==> src/rtl/bePkg.sv <==
package bePkg;

    ////////////////////////////////////////////////////////////
    // sizes
    ////////////////////////////////////////////////////////////

    localparam int NumLanes   = 4;
    localparam int NumRegs    = 32;
    localparam int RegIdxW    = 5;
    localparam int DataW      = 32;

    // cycles a multiply stays in a lane before its result is offered
    localparam int MulLatency = 3;
    localparam int MulCntW    = $clog2(MulLatency);

    ////////////////////////////////////////////////////////////
    // opcodes
    ////////////////////////////////////////////////////////////

    typedef enum logic [3:0] {
        OpAdd  = 4'd0,
        OpSub  = 4'd1,
        OpAnd  = 4'd2,
        OpOr   = 4'd3,
        OpXor  = 4'd4,
        OpSll  = 4'd5,
        OpSrl  = 4'd6,
        OpAddi = 4'd7,
        OpMul  = 4'd8
    } opcode_t;

    ////////////////////////////////////////////////////////////
    // instruction word
    ////////////////////////////////////////////////////////////

    // opcode, rd and rs1 sit at the same bit positions in both views
    typedef union packed {
        struct packed {
            opcode_t              opcode;
            logic [RegIdxW-1:0]   rd;
            logic [RegIdxW-1:0]   rs1;
            logic [RegIdxW-1:0]   rs2;
            logic [12:0]          unused;
        } rType;
        struct packed {
            opcode_t              opcode;
            logic [RegIdxW-1:0]   rd;
            logic [RegIdxW-1:0]   rs1;
            logic signed [17:0]   imm;
        } iType;
    } instWord_t;

endpackage

==> src/rtl/regFile.sv <==
`timescale 1ns/1ps

module regFile (
    input  logic                        clk,
    input  logic                        rstN_i,

    // operand reads
    input  logic [bePkg::RegIdxW-1:0]   rdIdxA_i,
    input  logic [bePkg::RegIdxW-1:0]   rdIdxB_i,
    input  logic [bePkg::RegIdxW-1:0]   rdIdxD_i,
    output logic [bePkg::DataW-1:0]     rdDataA_o,
    output logic [bePkg::DataW-1:0]     rdDataB_o,
    output logic                        pendA_o,
    output logic                        pendB_o,
    output logic                        pendD_o,

    // scoreboard set from dispatch
    input  logic                        setPend_i,
    input  logic [bePkg::RegIdxW-1:0]   setIdx_i,

    // writeback, also clears the pending bit
    input  logic                        wrEn_i,
    input  logic [bePkg::RegIdxW-1:0]   wrIdx_i,
    input  logic [bePkg::DataW-1:0]     wrData_i
);

    logic [bePkg::DataW-1:0]   regs [bePkg::NumRegs];
    logic [bePkg::NumRegs-1:0] pend;

    // no bypass, a pending source stalls dispatch anyway
    assign rdDataA_o = regs[rdIdxA_i];
    assign rdDataB_o = regs[rdIdxB_i];
    assign pendA_o   = pend[rdIdxA_i];
    assign pendB_o   = pend[rdIdxB_i];
    assign pendD_o   = pend[rdIdxD_i];

    always_ff @(posedge clk) begin
        if (!rstN_i) begin
            regs <= '{default: '0};
            pend <= '0;
        end else begin
            if (wrEn_i) begin
                regs[wrIdx_i] <= wrData_i;
                pend[wrIdx_i] <= 1'b0;
            end
            // set comes last so it wins over a clear of the same index
            if (setPend_i) begin
                pend[setIdx_i] <= 1'b1;
            end
        end
    end

endmodule

==> config.mk <==
export PLATFORM = sky130hd
export DESIGN_NAME = regFile
export DESIGN_NICKNAME = d
export VERILOG_FILES = /design/src/rtl/bePkg.sv /design/src/rtl/regFile.sv
export SDC_FILE = /design/constraint.sdc
export NUM_CORES = 2
export LEC_CHECK = 0
export BUFFER_PORTS_ARGS = -buffer_cell sky130_fd_sc_hd__buf_2
export CAP_MARGIN = 20
export CORE_MARGIN = 4
export CORE_UTILIZATION = 55
export CTS_CLUSTER_SIZE = 10
export DETAILED_ROUTE_END_ITERATION = 16
export HOLD_SLACK_MARGIN = 0.15
export PLACE_DENSITY_LB_ADDON = 0.2
export SLEW_MARGIN = 10
export SYNTH_ARGS = -nofsm -noshare
export SYNTH_HDL_FRONTEND = slang
export SYNTH_SLANG_ARGS = --single-unit
==> constraint.sdc <==
create_clock -name clk -period 1.7 [get_ports clk]
set_input_delay 0.255 -clock clk [delete_from_list [all_inputs] [get_ports clk]]
set_output_delay 0.255 -clock clk [all_outputs]
set_load 0.005 [all_outputs]
# After elaboration in Yosys (flattened, before gate mapping)
# Index checks and enable logic that the tools add are counted.
# Widths: inputs -> output; s select.
op_classes:
  n_mux: 22
  magnitude_cmp: 11
  n_bitwise: 6
  n_reduce_logical: 3
op_table:
  columns: ["operator", "count"]
  rows:
  - ["$bwmux 1024", 1]
  - ["$bmux 32 s5", 2]
  - ["$mux 32", 8]
  - ["$demux 32 s5", 1]
  - ["$and 32x32->32", 1]
  - ["$not 32->32", 1]
  - ["$or 32x32->32", 1]
  - ["$lt 5x6->1 const B", 5]
  - ["$ge 6x6->1 const B", 3]
  - ["$not 5->6", 3]
  - ["$bmux 1 s5", 3]
  - ["$demux 1 s5", 2]
  - ["$ge 5x1->1 const B", 2]
  - ["$lt 6x1->1 const B", 1]
  - ["$mux 1", 5]
  - ["$logic_and 1x1->1", 3]
totals:
  out_inout_bits: 67
  inputBits: 61
  register_bits: 1056
  word_cells: 75

# Depth between registers and ports, before layout
logic_depth:
  word_depth: 10
  mapped_depth: 8
  ltp_nobuf: 5

# Worst setup path after synthesis
# OpenSTA, ideal clock, no wires.
synth_timing:
  path_kind: "in2out"
  start: "input rdIdxA_i[1] in the netlist's numbering"
  end: "output rdDataA_o[24] in the netlist's numbering"
  arrival_time_ns: 1.457
  slack_ns: -0.012
  required_ns: 1.445
  n_path_buf: 4
  stages: 8
  cell_sequence: "buf_2 buf_4 buf_2 buf_2 mux2i_1 nand2_1 nand3_1 nand3_1"
synth_via:
  elab_chain_cells: 4
synth_rtl:
  columns: ["element", "line", "source"]
  rows:
  - ["start, declared", "regFile.sv:8", "input logic [bePkg::RegIdxW-1:0] rdIdxA_i,"]
  - ["$not 5->6 (implied by the code)", "regFile.sv:31", "assign rdDataA_o = regs[rdIdxA_i];"]
  - ["$bmux 32 s5", "regFile.sv:31", null]
  - ["$mux 32 (implied by the code) (2 in series)", "regFile.sv:31", null]
  - ["end, declared", "regFile.sv:11", "output logic [bePkg::DataW-1:0] rdDataA_o,"]
# Every way passes these cells. The select of a mux whose other input is x is not followed.

# Worst setup path in the final report
layout_timing:
  start: "register regs[943] in the netlist's numbering"
  end: "output rdDataA_o[15] in the netlist's numbering"
layout_via:
  elab_chain_cells: 3
layout_rtl:
  columns: ["element", "line", "source"]
  rows:
  - ["start, declared", "regFile.sv:27", "logic [bePkg::DataW-1:0] regs [bePkg::NumRegs];"]
  - ["start signal, assigned by index", "regFile.sv:43", "regs[wrIdx_i] <= wrData_i;"]
  - ["$bmux 32 s5", "regFile.sv:31", null]
  - ["$mux 32 (implied by the code) (2 in series)", "regFile.sv:31", null]
# Every way passes these cells. The select of a mux whose other input is x is not followed.

==> reports/summary.txt <==
FLOORPLAN
--------------------------------------------------------------------------------------------
Overall die height ............................................................       332 um
Starting Density ..............................................................        55.7%
Boundary pin count ............................................................          128
# rows ........................................................................          118
DIE WIDTH .....................................................................       332 um
Die outline area ..............................................................   111000 um2
Placeable core area ...........................................................   104000 um2

LOGIC SYNTHESIS
--------------------------------------------------------------------------------------------
Yosys warnings ................................................................            0
Post-Synth Adder-Cell Area ....................................................           0%
Main combinational cell family by area after synthesis ........................ compound AO/OA/AOI/OAI gates
Mux cell area share after synthesis ...........................................        18.5%
Per-instance average area after synthesis .....................................     8.10 um2
Number of register bits inferred by synthesis .................................         1056
Synth Area in XOR/XNOR ........................................................           0%
Number of distinct library cells after synthesis ..............................           37
Post-Syn Nets .................................................................         7208
Sequential share of the synthesized area ......................................        36.5%
Number of instances in the synthesized netlist ................................         7147
Compound-cell area share of the yosys netlist .................................        20.8%
Combined area of all synthesized cells ........................................    57900 um2
Basic-gate share of the synthesized area counting and, or, nand and nor cells .        18.7%

LAYOUT
--------------------------------------------------------------------------------------------
Layout net count ..............................................................         7394
Final Non-Filler Cells ........................................................         8753
Ratio of cells with drive above 1 in the final layout .........................        17.1%
Post-route cell area ..........................................................    70000 um2
Fill cell total of the finished layout ........................................         8405
Synthesis-to-layout area growth ...............................................        21.0%

PLACED DESIGN
--------------------------------------------------------------------------------------------
Number of cells in the design after placement .................................         8558
Post-placement cell area ......................................................    64700 um2
DP HPWL .......................................................................    153000 um
Number of buffer cells added on primary ports .................................          127
Global placement routability congestion .......................................        0.967

CRITICAL PATH
--------------------------------------------------------------------------------------------
Startpoint class of the critical path .........................................    flip-flop
Number of buffer and inverter stages on the critical path .....................            1
Worst reg-to-reg setup slack ..................................................      0.54 ns
Largest fanout on the critical path ...........................................            3
Setup crit start ..............................................................    regs[943]
Worst path max stage delay ....................................................      0.33 ns
Crit end category ............................................................. primary output
Cells traversed along the worst timing path ................................... mux2i_2 -> a22o_1 -> nor3_2 -> a31oi_2 -> nand3_2 -> buf_2
Crit Path Class ............................................................... flip-flop to primary output
Data required time of the critical path .......................................      1.44 ns
RR Startpoint .................................................................    regs[174]
Arrival time at the worst endpoint ............................................      2.18 ns
Critical path's slowest cell .................................................. sky130_fd_sc_hd__dfxtp_2
Cell type group with the largest total delay on the critical path ............. compound AO/OA/AOI/OAI gates

ROUTING
--------------------------------------------------------------------------------------------
DRC ...........................................................................            0
Drt pass-1 iters ..............................................................            9
Routed Antenna Nets ...........................................................            0
Wirelength per Cell ...........................................................      26.8 um
Routed wire length ............................................................    234000 um
Via density ...................................................................         6.49
Number of DRC violations after detailed-routing iteration 0 ...................         7252
Via total after detailed routing ..............................................        56784

CLOCK TREE
--------------------------------------------------------------------------------------------
Clock network latency to the later pin of the worst-skew pair .................      0.71 ns
Largest buffer count on any clock path ........................................            3
TritonCTS Buffers .............................................................          119
Clock tree from TritonCTS .....................................................          yes
H-tree levels .................................................................            3
Register clock-pin slew on the reported worst setup and hold paths ............      0.06 ns
TritonCTS Sinks ...............................................................         1056
Buffer cell driving the clock tree root ....................................... sky130_fd_sc_hd__clkbuf_16

PWR
--------------------------------------------------------------------------------------------
Power density cells ...........................................................   799 nW/um2
Leakage power .................................................................    0.0265 uW
Peak supply drop ..............................................................   0.000909 V

STA
--------------------------------------------------------------------------------------------
RSZ-0062 raised after global routing ..........................................         true
Number of failing setup endpoints in the final timing report ..................           67
Worst Tran Pin Value ..........................................................     0.746 ns
Number of max-slew violations in the final report .............................            0
Final hold violation count ....................................................            0
Worst slew margin relative to its limit .......................................        50.3%
Post-route fraction of the period consumed by the critical path ...............         144%
Worst Setup Slack, final ......................................................    -0.740 ns
Minimum clock period ..........................................................      2.44 ns
Final clock skew ..............................................................         0 ns
Max Freq ......................................................................    0.410 GHz

GLOBAL ROUTING
--------------------------------------------------------------------------------------------
Pin count of the biggest net entering global routing ..........................          108
Total gr overflow .............................................................            0
Global-route wire length before repair ........................................    344000 um
Via count of the first global-routing pass ....................................        53722
Antenna violations before repair ..............................................            8
Overall routing resource usage ................................................        40.3%

STATUS
--------------------------------------------------------------------------------------------
Violated checks ............................................................... setup timing
Status ........................................................................ finished with violations

MIN PATH
--------------------------------------------------------------------------------------------
Class of the tightest hold or removal check ................................... input pin to flip-flop
Hold path startpoint ..........................................................    setPend_i

JOB
--------------------------------------------------------------------------------------------
Max_cap viols .................................................................            0

==> tightest hold or removal path: stages <==
cell                      delay [ns]
sky130_fd_sc_hd__buf_2          0.11
sky130_fd_sc_hd__nor3b_1        0.13
sky130_fd_sc_hd__buf_4          0.18
sky130_fd_sc_hd__a22oi_1        0.15
sky130_fd_sc_hd__nor2b_1        0.06
==> cells in the final DEF (no fill, tap or decap), drive strengths merged <==
master and count:
clkbuf 144, a31oi 66, a211oi 1, nor3 68, nor2b 38, a21boi 1024
or3b 3, nand4b 1, nand3b 3, or2 4, and3 4, a22o 132
dlygate4sd3 42, dfxtp 1056, a21oi 201, and2 4, or3 1, bufinv 1
nand2 2291, nand3 202, a311o 1, inv 5, nor3b 7, nor2 40
and3b 6, a22oi 234, buf 704, diode 8, mux2i 1072, clkinv 5
nand2b 5
==> logic make-up (layout without fill, tap and decap cells) <==
logic type	after synthesis	count (layout)
compound gates	1659	1659
buf+inv	683	901
flops	1056	1056
mux	1072	1072
other cells	0	8
simple gates	2677	2677
==> synthesized netlist by cell type, drive strengths merged <==
cell / count / area share [%]
a31oi: 66 / 0.71
nor3b: 7 / 0.099
and3b: 6 / 0.091
or2: 4 / 0.043
a21boi: 1024 / 13
nand3: 202 / 1.8
a22o: 132 / 2.0
clkbuf: 375 / 2.4
nand2: 2291 / 15
and3: 4 / 0.043
or3b: 3 / 0.054
and2: 4 / 0.043
a22oi: 234 / 3.0
nor2b: 38 / 0.41
nor2: 40 / 0.56
or3: 1 / 0.019
a311o: 1 / 0.017
mux2i: 1072 / 19
a211oi: 1 / 0.013
nand3b: 3 / 0.045
nand4b: 1 / 0.015
a21oi: 201 / 1.7
dfxtp: 1056 / 37
nor3: 68 / 0.59
buf: 308 / 3.0
nand2b: 5 / 0.054
==> state kept, by name, indices dropped and copies added, names as in the netlist <==
register and flops:
pend 32, regs 1024
==> timing repair <==
item,4_1_cts,5_1_grt
setup endpoints to repair,67,67
endpoints found under the hold margin,1029,0
gates cloned,0,2
hold buffers,42,0
setup buffers,4,10
pin swaps,141,98
gates resized for setup,321,94
==> metrics by stage <==
step                      util [%]  hold WS, ns  TNS, ns  worst slack, ns  total power [uW]
after global routing          67.4        0.236   -40.24           -0.751             57300
after global placement        62.2        0.452   -30.64           -0.659             32500
final                         67.4        0.217   -37.11           -0.740             56000
after floorplan                  -        0.390   -0.414          -0.0120             29400
after detailed placement      62.2        0.460   -39.15           -0.681             32500
after CTS                     66.9        0.181   -38.02           -0.725             55700
==> path summary, 6_finish.rpt <==
kind / end / cells past startpoint
worst max-delay path: rdDataA_o[15] / 6
worst min-delay path: pend[20] / 5
worst max register to register: regs[174] / 3
worst min register to register: regs[861] / 2
==> routing by layer <==
layer | up-vias | track usage, % | share of wire (%)
li1 | 24848 | - | -
met1 | 27306 | 52.0 | 38
met2 | 3659 | 60.1 | 43
met3 | 963 | 10.3 | 12
met4 | 8 | 25.3 | 7.1
met5 | - | 0.213 | 0.038
==> final cells by class <==
class,instances,area [um2],area share [%]
Clock buffer,142,3140,4.49
Timing Repair Buffer,748,8580,12.2
Tap cell,1380,1730,2.47
Clock inverter,11,133,0.189
Multi-Input combinational cell,5408,35100,50.1
Antenna cell,8,20.0,0.0286
Sequential cell,1056,21400,30.5
==> report_power, final <==
group	internal (uW)	total [uW]	switching (uW)	leakage (uW)
Combinational	3180	7610	4430	0.0163
Clock	12900	23300	10300	0.00161
Sequential	24900	25100	160	0.00860
Total	41100	56000	14900	0.0265
Power figures use the tool's default switching activity.
