[config.mk]
export PLATFORM = sky130hd
export DESIGN_NAME = aluLane_flat
export DESIGN_NICKNAME = d
export VERILOG_FILES = /design/src/rtl/bePkg.sv /design/src/rtl/issueIf.sv /design/src/rtl/wbIf.sv /design/src/rtl/aluLane.sv /design/src/flat_wrapper.sv
export SDC_FILE = /design/constraint.sdc
export NUM_CORES = 2
export LEC_CHECK = 0
export BUFFER_PORTS_ARGS = -buffer_cell sky130_fd_sc_hd__buf_2
export CORE_ASPECT_RATIO = 1.1
export CORE_MARGIN = 3
export CORE_UTILIZATION = 45
export CTS_CLUSTER_SIZE = 10
export DETAILED_ROUTE_END_ITERATION = 6
export PLACE_DENSITY_LB_ADDON = 0.25
export SKIP_LAST_GASP = 1
export SLEW_MARGIN = 20
export SYNTH_ARGS = -nofsm -noshare
export SYNTH_HDL_FRONTEND = slang
export SYNTH_SLANG_ARGS = --single-unit
[constraint.sdc]
create_clock -name clk -period 8.55 [get_ports clk]
set_input_delay 0.4275 -clock clk [delete_from_list [all_inputs] [get_ports clk]]
set_output_delay 0.4275 -clock clk [all_outputs]
set_load 0.005 [all_outputs]
[src/rtl/bePkg.sv]
package bePkg;

    ////////////////////////////////////////////////////////////
    // sizes
    ////////////////////////////////////////////////////////////

    localparam int NumLanes   = 4;
    localparam int NumRegs    = 32;
    localparam int RegIdxW    = 5;
    localparam int DataW      = 32;

    // cycles a multiply stays in a lane before its result is offered
    localparam int MulLatency = 3;
    localparam int MulCntW    = $clog2(MulLatency);

    ////////////////////////////////////////////////////////////
    // opcodes
    ////////////////////////////////////////////////////////////

    typedef enum logic [3:0] {
        OpAdd  = 4'd0,
        OpSub  = 4'd1,
        OpAnd  = 4'd2,
        OpOr   = 4'd3,
        OpXor  = 4'd4,
        OpSll  = 4'd5,
        OpSrl  = 4'd6,
        OpAddi = 4'd7,
        OpMul  = 4'd8
    } opcode_t;

    ////////////////////////////////////////////////////////////
    // instruction word
    ////////////////////////////////////////////////////////////

    // opcode, rd and rs1 sit at the same bit positions in both views
    typedef union packed {
        struct packed {
            opcode_t              opcode;
            logic [RegIdxW-1:0]   rd;
            logic [RegIdxW-1:0]   rs1;
            logic [RegIdxW-1:0]   rs2;
            logic [12:0]          unused;
        } rType;
        struct packed {
            opcode_t              opcode;
            logic [RegIdxW-1:0]   rd;
            logic [RegIdxW-1:0]   rs1;
            logic signed [17:0]   imm;
        } iType;
    } instWord_t;

endpackage

[src/rtl/issueIf.sv]
`timescale 1ns/1ps

interface issueIf;

    // payload is only meaningful while valid is high
    logic                        valid;
    bePkg::opcode_t              op;
    logic [bePkg::RegIdxW-1:0]   rd;
    logic [bePkg::DataW-1:0]     opA;
    logic [bePkg::DataW-1:0]     opB;

    // lane holds an instruction until its result is granted
    logic                        busy;

    modport dispatch (
        output valid,
        output op,
        output rd,
        output opA,
        output opB,
        input  busy
    );

    modport lane (
        input  valid,
        input  op,
        input  rd,
        input  opA,
        input  opB,
        output busy
    );

endinterface

[src/rtl/wbIf.sv]
`timescale 1ns/1ps

interface wbIf;

    logic                        resValid;
    logic [bePkg::RegIdxW-1:0]   resRd;
    logic [bePkg::DataW-1:0]     resData;

    // one-cycle pulse, result leaves the lane on this edge
    logic                        grant;

    modport lane (
        output resValid,
        output resRd,
        output resData,
        input  grant
    );

    modport arb (
        input  resValid,
        input  resRd,
        input  resData,
        output grant
    );

endinterface

[src/rtl/aluLane.sv]
`timescale 1ns/1ps

module aluLane (
    input  logic       clk,
    input  logic       rstN_i,
    issueIf.lane       iss_i,
    wbIf.lane          wb_o
);

    bePkg::opcode_t                  opReg;
    logic [bePkg::RegIdxW-1:0]       rdReg;
    logic [bePkg::DataW-1:0]         aReg;
    logic [bePkg::DataW-1:0]         bReg;

    logic                            busy;
    logic                            resValid;
    logic [bePkg::MulCntW-1:0]       cnt;
    logic [bePkg::DataW-1:0]         result;
    logic [bePkg::DataW-1:0]         resData;

    ////////////////////////////////////////////////////////////
    // execute
    ////////////////////////////////////////////////////////////

    always_comb begin
        case (opReg)
            bePkg::OpAdd,
            bePkg::OpAddi: result = aReg + bReg;
            bePkg::OpSub:  result = aReg - bReg;
            bePkg::OpAnd:  result = aReg & bReg;
            bePkg::OpOr:   result = aReg | bReg;
            bePkg::OpXor:  result = aReg ^ bReg;
            bePkg::OpSll:  result = aReg << bReg[$clog2(bePkg::DataW)-1:0];
            bePkg::OpSrl:  result = aReg >> bReg[$clog2(bePkg::DataW)-1:0];
            // low word of the product
            bePkg::OpMul:  result = aReg * bReg;
            default:       result = '0;
        endcase
    end

    ////////////////////////////////////////////////////////////
    // control
    ////////////////////////////////////////////////////////////

    always_ff @(posedge clk) begin
        if (!rstN_i) begin
            busy     <= 1'b0;
            resValid <= 1'b0;
            cnt      <= '0;
        end else if (resValid) begin
            if (wb_o.grant) begin
                busy     <= 1'b0;
                resValid <= 1'b0;
            end
        end else if (busy) begin
            // countdown reaches zero one cycle after capture for alu ops
            if (cnt == '0) begin
                resValid <= 1'b1;
            end else begin
                cnt <= cnt - 1'b1;
            end
        end else if (iss_i.valid) begin
            busy <= 1'b1;
            cnt  <= (iss_i.op == bePkg::OpMul) ?
                    bePkg::MulCntW'(bePkg::MulLatency - 1) : '0;
        end
    end

    always_ff @(posedge clk) begin
        if (!busy && iss_i.valid) begin
            opReg <= iss_i.op;
            rdReg <= iss_i.rd;
            aReg  <= iss_i.opA;
            bReg  <= iss_i.opB;
        end
        if (busy && !resValid && cnt == '0) begin
            resData <= result;
        end
    end

    assign iss_i.busy    = busy;
    assign wb_o.resValid = resValid;
    assign wb_o.resRd    = rdReg;
    assign wb_o.resData  = resData;

endmodule

[src/flat_wrapper.sv]
// flat-port wrapper written by rule: the top's interface ports become plain ports
module aluLane_flat 
  (clk, rstN_i, iss_i_valid, iss_i_op, iss_i_rd, iss_i_opA, iss_i_opB, iss_i_busy, wb_o_resValid, wb_o_resRd, wb_o_resData, wb_o_grant);
  issueIf iss_i_i ();
  wbIf wb_o_i ();
  input  logic clk;
  input  logic rstN_i;
  input wire logic [$bits(iss_i_i.valid)-1:0] iss_i_valid;
  input wire logic [$bits(iss_i_i.op)-1:0] iss_i_op;
  input wire logic [$bits(iss_i_i.rd)-1:0] iss_i_rd;
  input wire logic [$bits(iss_i_i.opA)-1:0] iss_i_opA;
  input wire logic [$bits(iss_i_i.opB)-1:0] iss_i_opB;
  output wire logic [$bits(iss_i_i.busy)-1:0] iss_i_busy;
  output wire logic [$bits(wb_o_i.resValid)-1:0] wb_o_resValid;
  output wire logic [$bits(wb_o_i.resRd)-1:0] wb_o_resRd;
  output wire logic [$bits(wb_o_i.resData)-1:0] wb_o_resData;
  input wire logic [$bits(wb_o_i.grant)-1:0] wb_o_grant;
  assign iss_i_i.valid = iss_i_valid;
  assign iss_i_i.op = iss_i_op;
  assign iss_i_i.rd = iss_i_rd;
  assign iss_i_i.opA = iss_i_opA;
  assign iss_i_i.opB = iss_i_opB;
  assign iss_i_busy = iss_i_i.busy;
  assign wb_o_resValid = wb_o_i.resValid;
  assign wb_o_resRd = wb_o_i.resRd;
  assign wb_o_resData = wb_o_i.resData;
  assign wb_o_i.grant = wb_o_grant;
  aluLane u_core (.clk(clk), .rstN_i(rstN_i), .iss_i(iss_i_i), .wb_o(wb_o_i));
endmodule
# [Word-level counts from Yosys, hierarchy flattened]
# Cells that the tools add are included.
[op_classes] bitwise_logic=4 n_addsub=3 n_mul=1 eq_ne=11 reduce_logical=10 shifts=2 mux=13
[ops] cell="$pmux W32 S8" n=1
[ops] cell="$add A32 B32 Y32" n=1
[ops] cell="$and A32 B32 Y32" n=1
[ops] cell="$mul A32 B32 Y32" n=1
[ops] cell="$or A32 B32 Y32" n=1
[ops] cell="$shl A32 B5 Y32" n=1
[ops] cell="$shr A32 B5 Y32" n=1
[ops] cell="$sub A32 B32 Y32" n=1
[ops] cell="$xor A32 B32 Y32" n=1
[ops] cell="$eq A4 B3 Y1 const B" n=4
[ops] cell="$eq A4 B2 Y1 const B" n=2
[ops] cell="$eq A4 B4 Y1 const B" n=2
[ops] cell="$mux W1" n=8
[ops] cell="$mux W2" n=4
[ops] cell="$eq A4 B1 Y1 const B" n=1
[ops] cell="$logic_not A4 Y1" n=1
[ops] cell="$ne A2 B2 Y1 const B" n=2
[ops] cell="$logic_and A1 B1 Y1" n=3
[ops] cell="$reduce_and A3 Y1" n=1
[ops] cell="$logic_not A1 Y1" n=2
[ops] cell="$logic_not A2 Y1" n=1
[ops] cell="$reduce_bool A2 Y1" n=1
[ops] cell="$reduce_or A2 Y1" n=1
[ops] cell="$sub A2 B1 Y2 const B" n=1
[ops] cell="$not A1 Y1" n=1
[word_totals] regBits=109

# [Logic depth before layout (Yosys ltp)]
[depth] ltp_word=4 mapped_depth=29 depth_no_buf=26

# [Worst setup path after synthesis]
# No wires, ideal clock.
[synth_path] path_kind="reg-to-reg" from="reg u_core.bReg[2] (netlist name)" to="reg u_core.resData (netlist bit u_core.wb_o.resData[29]), data pin" period_less_slack_ns=7.956 arrival_ns=7.695 setup_ns=0.261 path_buffers=4 setup_slack_ns=0.594 path_stages_with_launch=29 path_cell_list="edfxtp_1 > inv_2 > buf_1 > clkbuf_1 > buf_1 > nor2_1 > fa_1 > inv_1 > fa_1 > fa_1 > fa_1 > inv_1 > fa_1 > inv_1 > fa_1 > inv_1 > fa_1 > fa_1 > ha_1 > clkbuf_1 > a21oi_1 > o21ai_0 > nand2_1 > a211oi_1 > o21a_1 > a31oi_1 > nor4b_1 > a31o_2 > a221o_1"
[synth_via] elab_chain_len=2 word_cells_on_any_way=6
[synth_lines] element="from (decl)" line="aluLane.sv:13" text="logic [bePkg::DataW-1:0] bReg;"
[synth_lines] element="from (signal assigned)" line="aluLane.sv:74" text="bReg <= iss_i.opB;"
[synth_lines] element="$mul A32 B32 Y32 (tied with other cells)" line="aluLane.sv:36" text="bePkg::OpMul: result = aReg * bReg;"
[synth_lines] element="$pmux W32 S8 (*)" line="aluLane.sv:26" text="case (opReg)"
[synth_lines] element="net u_core.result (one bit)" line="aluLane.sv:18" text="logic [bePkg::DataW-1:0] result;"
[synth_lines] element="to (signal assigned)" line="aluLane.sv:77" text="resData <= result;"
[synth_lines] element="to (decl)" line="aluLane.sv:19" text="logic [bePkg::DataW-1:0] resData;"
# The timed path passes the listed nets; every way through them passes the cells marked *.
# A chain may end at the register's enable or synchronous reset.

# [Final worst setup path]
[layout_path] from="reg u_core.bReg[8] (netlist name)" to="reg u_core.resData (netlist bit u_core.wb_o.resData[30]), data pin"
[layout_via] elab_chain_len=2 word_cells_on_any_way=4
[layout_lines] element="$mul A32 B32 Y32 (tied with other cells)" line="aluLane.sv:36"
[layout_lines] element="$pmux W32 S8 (*)" line="aluLane.sv:26"
[layout_lines] element="net u_core.result (one bit)" line="aluLane.sv:18"
# Marks and branches as above.

==> out/metrics.cfg <==
[drt]
wirelength_um=110500
num_vias=22859
routed_via_density=6.178
wl_per_cell_um=29.88
drt_first_pass_iters=6
drc_errors=0
drt_iter0_drc=2604
ant_nets=0

[sta]
slew_headroom=0.1788
tns_ps=0
setup_viol=0
tightest_slew_ps=1232
skew_ps=38.05
final.period_utilization=0.9658
slew_viol_final=0
fmax_ghz=0.1211
rsz0062_at_grt=no
fin_crit_ps=8257
finalHoldViolCount=0

[grt]
grt_pass1_wl_um=160700
gr-total-overflow=0
grt_antenna_before_repair=5
grt_use_total=0.3754
first_global_vias=23877
grt_max_degree=75

[synthesis]
synthTopCellsByArea=fa_1, edfxtp_1, ha_1, nor2_1, inv_1
synthMuxAreaShare=0.05397
syn_inst=2879
yosysWarnings=0
synth_top_family_by_area=adder cells
synth_top_cell_by_area=fa_1
synthSimpleGateAreaFrac=0.1408
ys_types=77
ys_ff_latch=109
syn_avg_cell_area_sq_um=8.874
synth_top_area_frac=0.3205
netlist_area_sq_um=25550
ys.flop_type=edfxtp_1
synth-compound-area-share=0.1132
synthAdderAreaFrac=0.4287
syn-num-nets=3586
synth_sequential_area_ratio=0.1265
synthArstFlopShare=0
synth_edf_count=105
synth_xor_area_frac=0.04452

[floorplanning]
die_y_um=255.9
io_pins=116
num_rows=90
coreArea_sq_um=55520
start_util=0.4602
die_w_um=233.2
die-area_sq_um=59670

[place]
io_buffers=115
dpl.hpwl_um=84490
gp_congestion=1.046

[setup_path]
worst-endpoint-required_ps=8700
end_kind=flop
worst_ep_arrival_time_ps=8410
critical-path-max-stage-delay_ps=1120
path_class=flop to flop
path_buf_inv=6
r2r_setup_slack_ps=290
worstPathMaxFanout=15
cp-start-kind=flop
crit_family=adder cells
cpMostUsedCell=fa_1
slowest_stage=edfxtp_1

[final_layout]
multiInputGateArea_sq_um=19990
area_growth_pct=8.115
drive_gt1_frac=0.1098
nets=3662
seq_area_sq_um=3233
fillCellCount=5343

[clocking]
cts_buffer_depth=2
cts.sinks=109
h-tree-depth=3
clock_tree.root_cell=clkbuf_16
post_cts_buffers=0
clock_latency_ps=430
cts_tree=yes
ctsHoldBuffers=0
clkSlewWorstSetupHoldPaths_ps=100
numCtsBuffers=9
cts_resized=0

[outcome]
run_status=complete, no violations

[hold_path]
hold_path_class=input pin to flop

[job]
drv_cap=0

-- flip-flops by register name (all words and copies together) (netlist names) --
name                  cells
u_core.aReg              32
u_core.bReg              32
u_core.wb_o.resData      32
u_core.wb_o.resRd         5
u_core.opReg              4
u_core.cnt                2
u_core.iss_i.busy         1
u_core.wb_o.resValid      1
-- routing by layer --
layer | part of all wire | routed length, um | GRT usage | vias to the layer above
met3 | 0.12 | 13060 | 0.1141 | 392
li1 | - | - | - | 9484
met1 | 0.36 | 40240 | 0.4686 | 11427
met2 | 0.44 | 48300 | 0.5634 | 1552
met4 | 0.081 | 8925 | 0.2428 | 4
met5 | 0.00024 | 27 | 0 | -
-- worst paths after layout --
path             startpoint                       to  cells after the start
max reg2reg  u_core.bReg[8]  u_core.wb_o.resData[30]                     25
min reg2reg   u_core.cnt[0]            u_core.cnt[0]                      2
max          u_core.bReg[8]  u_core.wb_o.resData[30]                     25
min           iss_i_opA[18]          u_core.aReg[18]                      1
-- cell usage after synthesis, types with 4 or more instances --
master and n:
nor2_1 438, inv_1 437, fa_1 409, nand2_1 305, ha_1 221, clkbuf_1 124, o21ai_0 122, edfxtp_1 105
xnor2_1 105, a21oi_1 88, mux2i_1 41, mux4_2 41, a221oi_1 30, buf_1 27, a21o_1 23, xor2_1 23
nand3_1 22, nor3_1 22, a211oi_1 20, clkinv_1 19, o21a_1 17, a22oi_1 14, nor2b_1 13, o31ai_1 13
o211ai_1 12, a211o_1 11, a221o_1 11, a31oi_1 11, or3_1 11, nand2b_1 10, buf_2 9, nand4_1 9
o22ai_1 9, o2111ai_1 8, o21bai_1 7, inv_2 6, a22o_1 4, a31o_2 4, and3_1 4, dfxtp_1 4
mux2_2 4, nor4_1 4, o221ai_1 4, or2_2 4
-- placed cells by master (no fill, tap or decap), types with 12 or more instances in the layout --
| master | instances |
|---|---|
| nand3_1 | 22 |
| mux2i_1 | 41 |
| o21ai_0 | 122 |
| o21a_1 | 17 |
| buf_2 | 115 |
| fa_1 | 409 |
| ha_1 | 221 |
| nor3_1 | 20 |
| mux4_2 | 41 |
| edfxtp_1 | 105 |
| a21o_1 | 23 |
| nand2_1 | 305 |
| o31ai_1 | 13 |
| xnor2_1 | 105 |
| o211ai_1 | 12 |
| a221oi_1 | 30 |
| a21oi_1 | 88 |
| clkinv_1 | 19 |
| xor2_1 | 23 |
| a211oi_1 | 20 |
| buf_4 | 111 |
| a22oi_1 | 14 |
| nor2b_1 | 12 |
| nor2_1 | 437 |
| inv_1 | 436 |
-- per-stage QoR --
step                      worst slack (ps)  std cells    util  instance area [sq um]  hold WS, ps
after global placement               553.0       3680  0.4915                  27290        521.1
after global routing                 142.1       3696  0.4974                  27610        169.9
after floorplan                      594.4       2879       -                  25550        504.1
final                                292.7       3700  0.4975                  27620        173.4
after CTS                            516.9       3696  0.4974                  27610        164.8
after detailed placement             510.8       3680  0.4915                  27290        520.0
-- cell families (layout without fill, tap and decap cells) --
group	Yosys count	after routing
other	0	4
AOI/OAI and AO/OA	436	436
and+or+nand+nor	866	866
muxes	86	86
adders and majority gates	630	630
DFF	109	109
buffers and inverters	623	704
xor gates and xnor gates	129	129
-- final cells by class --
class	count	area share
timing repair buffer	226	0.05101
tap	736	0.03334
multi-input combinational	2147	0.7237
inverter	462	0.06278
clock buffer	9	0.008154
clock inverter	7	0.003624
sequential	109	0.1171
antenna	4	0.0003624
Power is not shown: default switching activity piles up to over one toggle a cycle in this logic, so the estimate is an artifact.
